File: config.mk
export PLATFORM = sky130hd
export DESIGN_NAME = tmrVoter
export DESIGN_NICKNAME = d
export VERILOG_FILES = /design/src/logic/icacheGeomPkg.sv /design/src/logic/tmrVoter.sv
export SDC_FILE = /design/constraint.sdc
export NUM_CORES = 1
export LEC_CHECK = 0
export BUFFER_PORTS_ARGS = -buffer_cell sky130_fd_sc_hd__buf_4
export CELL_PAD_IN_SITES_DETAIL_PLACEMENT = 0
export CELL_PAD_IN_SITES_GLOBAL_PLACEMENT = 1
export CORE_AREA = 5 5 397 399
export DETAILED_ROUTE_END_ITERATION = 10
export DIE_AREA = 0 0 402 404
export GPL_TIMING_DRIVEN = 1
export PLACE_DENSITY_LB_ADDON = 0.12
export SYNTH_ARGS = -nofsm -noshare
export SYNTH_HDL_FRONTEND = slang
export SYNTH_SLANG_ARGS = --single-unit
export TNS_END_PERCENT = 100
File: constraint.sdc
create_clock -name vclk -period 3.2
set_input_delay 0.64 -clock vclk [all_inputs]
set_output_delay 0.64 -clock vclk [all_outputs]
set_load 0.03 [all_outputs]
File: src/logic/icacheGeomPkg.sv
// ==================================================
// Instruction cache geometry
// Line, word and fetch widths for the TMR line RAM,
// plus the XOR masks that keep the copies distinct
// ==================================================

package icacheGeomPkg;

        // ==================================================
        // widths
        // ==================================================

        // one cache line, also the width of a fetched instruction window
        typedef logic [127:0] lineT;

        // one fill word as it arrives over the bus
        typedef logic [31:0] wordT;

        // line index, address bits 12 to 4
        typedef logic [8:0] lineIdxT;

        // byte offset within a line, address bits 3 to 0
        typedef logic [3:0] byteOffT;

        typedef logic [31:0] pcT;

        // word position within a line, address bits 3 to 2
        typedef logic [1:0] wordSelT;

        localparam int numLines = 512;

        // ==================================================
        // copy masks
        // ==================================================

        // copy a is stored as is, b and c under complementary patterns
        localparam wordT maskB = 32'hAAAA_AAAA;
        localparam wordT maskC = 32'h5555_5555;

endpackage

File: src/logic/tmrVoter.sv
// ==================================================
// TMR voter, fetch stage 2
// Unmasks the three copies of both lines and takes
// a bitwise two of three vote, flagging any upset
// ==================================================

`timescale 1ns/1ps

module tmrVoter (
        input  icacheGeomPkg::lineT     evenA,
        input  icacheGeomPkg::lineT     evenB,
        input  icacheGeomPkg::lineT     evenC,
        input  icacheGeomPkg::lineT     oddA,
        input  icacheGeomPkg::lineT     oddB,
        input  icacheGeomPkg::lineT     oddC,
        input  icacheGeomPkg::byteOffT  offIn,
        input  logic                    validIn,
        output icacheGeomPkg::lineT     lineLo,
        output icacheGeomPkg::lineT     lineHi,
        output icacheGeomPkg::byteOffT  offOut,
        output logic                    validOut,
        output logic                    mismatch
);

        localparam icacheGeomPkg::lineT lineMaskB = {4{icacheGeomPkg::maskB}};
        localparam icacheGeomPkg::lineT lineMaskC = {4{icacheGeomPkg::maskC}};

        // returns the majority line and reports whether any copy disagreed
        function automatic icacheGeomPkg::lineT vote(input icacheGeomPkg::lineT a,
                        input icacheGeomPkg::lineT b, input icacheGeomPkg::lineT c,
                        output logic upset);
                icacheGeomPkg::lineT bU;
                icacheGeomPkg::lineT cU;
                icacheGeomPkg::lineT v;
                bU = b ^ lineMaskB;
                cU = c ^ lineMaskC;
                v = (a & bU) | (a & cU) | (bU & cU);
                upset = |((a ^ v) | (bU ^ v) | (cU ^ v));
                return v;
        endfunction

        logic upsetLo;
        logic upsetHi;

        always_comb begin
                lineLo = vote(evenA, evenB, evenC, upsetLo);
                lineHi = vote(oddA, oddB, oddC, upsetHi);
        end

        // a corrected upset in either line lets the core schedule a scrub
        assign mismatch = upsetLo | upsetHi;
        assign offOut   = offIn;
        assign validOut = validIn;

endmodule

Word level (Yosys, flattened, before mapping)
Cells that the tools add are included.
{"block": "classes", "bitwise_logic": 25, "n_reduce_logical": 2}
{"cell": "128-bit bitwise OR", "n": 8}
{"cell": "128-bit AND", "n": 6}
{"cell": "128-bit bitwise XOR", "n": 6}
{"cell": "64-bit inverter", "n": 4}
{"cell": "128-bit OR reduction", "n": 2}
{"cell": "1-bit bitwise OR", "n": 1}
{"block": "word_totals", "regBits": 0, "input_bits": 773, "wordCells": 27}

Depth between registers and ports, before layout
{"block": "logic_depth", "ltp_word": 9, "depth_mapped": 8}

Least setup slack after synthesis
OpenSTA, ideal clock, no wires.
{"block": "synth_path", "path_kind": "input to output", "startpoint": "input port oddA[54]", "endpoint": "output port mismatch", "arrival_ns": 2.742, "required_time_ns": 2.560, "setup_slack_ns": -0.182, "stages": 8, "path_cell_list": "ha_1 a22o_1 a221oi_2 nand3_1 or4_1 or4_1 nor4_2 nand4_1"}
{"block": "synth_via", "elab_chain_len": 8}
{"element": "from (decl)", "line_no": "tmrVoter.sv:13", "source": "input icacheGeomPkg::lineT oddA,"}
{"element": "128-bit AND", "line_no": "tmrVoter.sv:37", "source": "v = (a & bU) | (a & cU) | (bU & cU);"}
{"element": "128-bit bitwise OR (2 in series)", "line_no": "tmrVoter.sv:37"}
{"element": "128-bit bitwise XOR", "line_no": "tmrVoter.sv:38", "source": "upset = |((a ^ v) | (bU ^ v) | (cU ^ v));"}
{"element": "128-bit bitwise OR", "line_no": "tmrVoter.sv:38"}
{"element": "128-bit bitwise OR (*)", "line_no": "tmrVoter.sv:38"}
{"element": "128-bit OR reduction (*)", "line_no": "tmrVoter.sv:38"}
{"element": "1-bit bitwise OR (*)", "line_no": "tmrVoter.sv:51", "source": "assign mismatch = upsetLo | upsetHi;"}
{"element": "to (decl)", "line_no": "tmrVoter.sv:22", "source": "output logic mismatch"}
Mark *: on every way between the ends. The rest lies on a longest branch, timed or not.

Worst setup path in the final report
{"block": "layout_path", "startpoint": "input port evenA[2]", "endpoint": "output port mismatch"}
{"block": "layout_via", "elab_chain_len": 8}
{"element": "from (decl)", "line_no": "tmrVoter.sv:10", "source": "input icacheGeomPkg::lineT evenA,"}
{"element": "128-bit AND", "line_no": "tmrVoter.sv:37"}
{"element": "128-bit bitwise OR (2 in series)", "line_no": "tmrVoter.sv:37"}
{"element": "128-bit bitwise XOR", "line_no": "tmrVoter.sv:38"}
{"element": "128-bit bitwise OR", "line_no": "tmrVoter.sv:38"}
{"element": "128-bit bitwise OR (*)", "line_no": "tmrVoter.sv:38"}
{"element": "128-bit OR reduction (*)", "line_no": "tmrVoter.sv:38"}
{"element": "1-bit bitwise OR (*)", "line_no": "tmrVoter.sv:51"}
Marks and branches as above.

==> impl_metrics.py <==
metrics = {
    "worst_hold_path": {
        "hp-class": "input pin to primary output",
        "worstHoldStart": "offIn[1]",
    },
    "timing": {
        "fin_tns_setup_ns": -0.675,
        "worst_slack_ns": -0.675,
        "maxSlewViolCount": 0,
        "min_period_over_period_pct": 121,
        "min_period_ns": 3.88,
        "whs_ns": 1.28,
        "setup_viol": 1,
        "max_slew_margin_pct": 10.7,
        "hold_viol": 0,
        "max_freq_mhz": 258,
        "worstMarginPinSlew_ns": 1.33,
        "rsz0062_at_grt": "true",
    },
    "final_layout": {
        "drive_gt1_share_pct": 52.1,
        "register_area_um2": 0,
        "seq_cells": 0,
        "design_area_mm2": 0.0223,
        "fin_nets": 3772,
        "final.clkbuf_count": 0,
        "area_growth_pct": 165,
        "stdcell_count": 4924,
        "final_core_util_pct": 14.5,
    },
    "grt": {
        "grt_pass1_wl_mm": 163,
        "track_usage_pct": 14.9,
        "overflow": 0,
        "antenna_found_initial": 49,
        "first_global_vias": 17300,
        "grt_max_degree": 5,
    },
    "critical_path": {
        "crit_type": "input pin to primary output",
        "startpoint": "evenA[2]",
        "crit_required_ns": 2.56,
        "end_kind": "primary output",
        "crit_fanout": 3,
        "crit_arrival_ns": 3.24,
        "worstSetupStartpointType": "input pin",
    },
    "placement": {
        "port_buffers": 1025,
        "gp_routability_congestion": 0.797,
        "dp.cells": 4913,
        "pre_cts_ws_ns": -1.39,
        "hpwl_mm": 125,
        "placed_area_mm2": 0.0220,
    },
    "yosys": {
        "synthesis.area_mm2": 0.00841,
        "avgSynthCellArea_um2": 5.93,
        "synth_nets": 2318,
        "synth-seq-area-share_pct": 0,
        "synth_warnings": 0,
        "synthCells": 1417,
        "ys_types": 41,
    },
    "power_and_ir_drop": {
        "power_density_mw_per_mm2": 176,
        "power_leakage_nw": 10.4,
        "ir_drop_uv": 59.0,
        "p_total_mw": 3.91,
    },
    "floorplan": {
        "die_y_um": 404,
        "dieArea_mm2": 0.162,
        "die_w_um": 402,
        "initial_core_util_pct": 5.48,
        "pin_count": 1035,
        "core_mm2": 0.154,
        "num_rows": 144,
    },
    "cts": {
        "post_cts_buffers": 0,
        "ctsHoldBuffers": 0,
    },
    "flow_run": {
        "drv_cap": 0,
    },
    "routing": {
        "vias_per_cell": 3.36,
        "ant_nets": 0,
        "initialDrtViolationCount": 673,
        "wl_per_cell_um": 26.2,
        "wl_mm": 129,
        "vias": 16500,
        "drc": 0,
        "firstDrtPassIters": 5,
    },
    "status": {
        "status": "finished, violations left",
        "violations": "setup timing",
    },
}
==> cell families after synthesis <==
logic type               Yosys count  synth area share, %
AO/OA/AOI/OAI                    511                 38.8
adder cells (fa/ha/maj)          128                 19.1
buffers and inverters              6                0.491
AND/OR/NAND/NOR                  772                 41.6
==> worst max-delay path, stage by stage <==
cell      delay (ns)
buf_4           0.11
ha_1            0.22
a22o_1          0.21
a221oi_1        0.37
nand4_1         0.15
nor4_1          0.37
buf_4           0.18
nand4_2         0.16
nor4_2          0.32
buf_4           0.17
nand4_1         0.14
buf_6           0.19
==> power by group <==
| part | internal (mW) | switching (mW) |
|---|---|---|
| clock network | 0.000000410 | 0 |
| registers | 0 | 0 |
| logic | 1.79 | 2.13 |
| total | 1.79 | 2.13 |
==> Yosys cell counts, types with 6 or more instances <==
cell type | n | share of area, %
o21ai_0 | 179 | 11
nand3_1 | 18 | 1.1
nor4_1 | 86 | 6.4
nor3_1 | 30 | 1.8
o21a_1 | 6 | 0.54
nor2b_1 | 16 | 1.2
o22ai_1 | 9 | 0.67
and2_1 | 18 | 1.3
nand4_1 | 26 | 1.9
a221oi_1 | 15 | 1.6
nand2_1 | 164 | 7.3
nor2_1 | 377 | 17
o21bai_1 | 128 | 11
a22oi_1 | 32 | 2.9
or4_1 | 8 | 0.71
a21oi_1 | 83 | 4.9
ha_1 | 128 | 19
a22o_1 | 36 | 3.8
nor4b_1 | 20 | 2.1
==> routing by layer <==
metal  share of wire (%)  vias up  global-route usage (%)  wire length (um)
li1                    -     8333                       -                 -
met1                  43     7526                    18.3             55200
met2                  49      588                    27.0             63900
met3                 7.3       60                    4.57              9390
met4                0.38       36                   0.319               495
met5                0.16        -                       0               205
==> worst paths after layout <==
kind / to / slack (ns) / cells after the start
worst max-delay path: mismatch / -0.68 / 12
worst min-delay path: offOut[1] / 1.28 / 0
==> placed cells by master, fill, tap and decap left out, types with 16 or more instances in the layout <==
| cell type | Yosys | layout |
|---|---|---|
| and2_1 | 18 | 18 |
| ha_1 | 128 | 124 |
| a22oi_1 | 32 | 30 |
| o21ai_0 | 179 | 179 |
| nand4_1 | 26 | 26 |
| a21oi_1 | 83 | 83 |
| nand3_1 | 18 | 18 |
| nor2_1 | 377 | 377 |
| nor4_1 | 86 | 74 |
| a22o_1 | 36 | 36 |
| buf_4 | 5 | 1443 |
| nand2_1 | 164 | 164 |
| nor2b_1 | 16 | 16 |
| o21bai_1 | 128 | 128 |
| nor4b_1 | 20 | 19 |
| nor3_1 | 30 | 24 |
==> final cells by class <==
type | instances | area [um2]
inverter | 1 | 3.75
timing repair buffer | 1457 | 11100
antenna | 11 | 27.5
tap | 2044 | 2560
multi-input combinational | 1411 | 8570
fill | 17900 | 131000
==> timing repair <==
| action | in CTS | in global routing |
|---|---|---|
| setup endpoints to repair | 1 | 1 |
| gates cloned | 0 | 0 |
| gates resized for setup | 31 | 3 |
| pin swaps | 6 | 2 |
| hold endpoints to repair | 0 | 0 |
No activity file was read; power rests on OpenSTA's default activity.
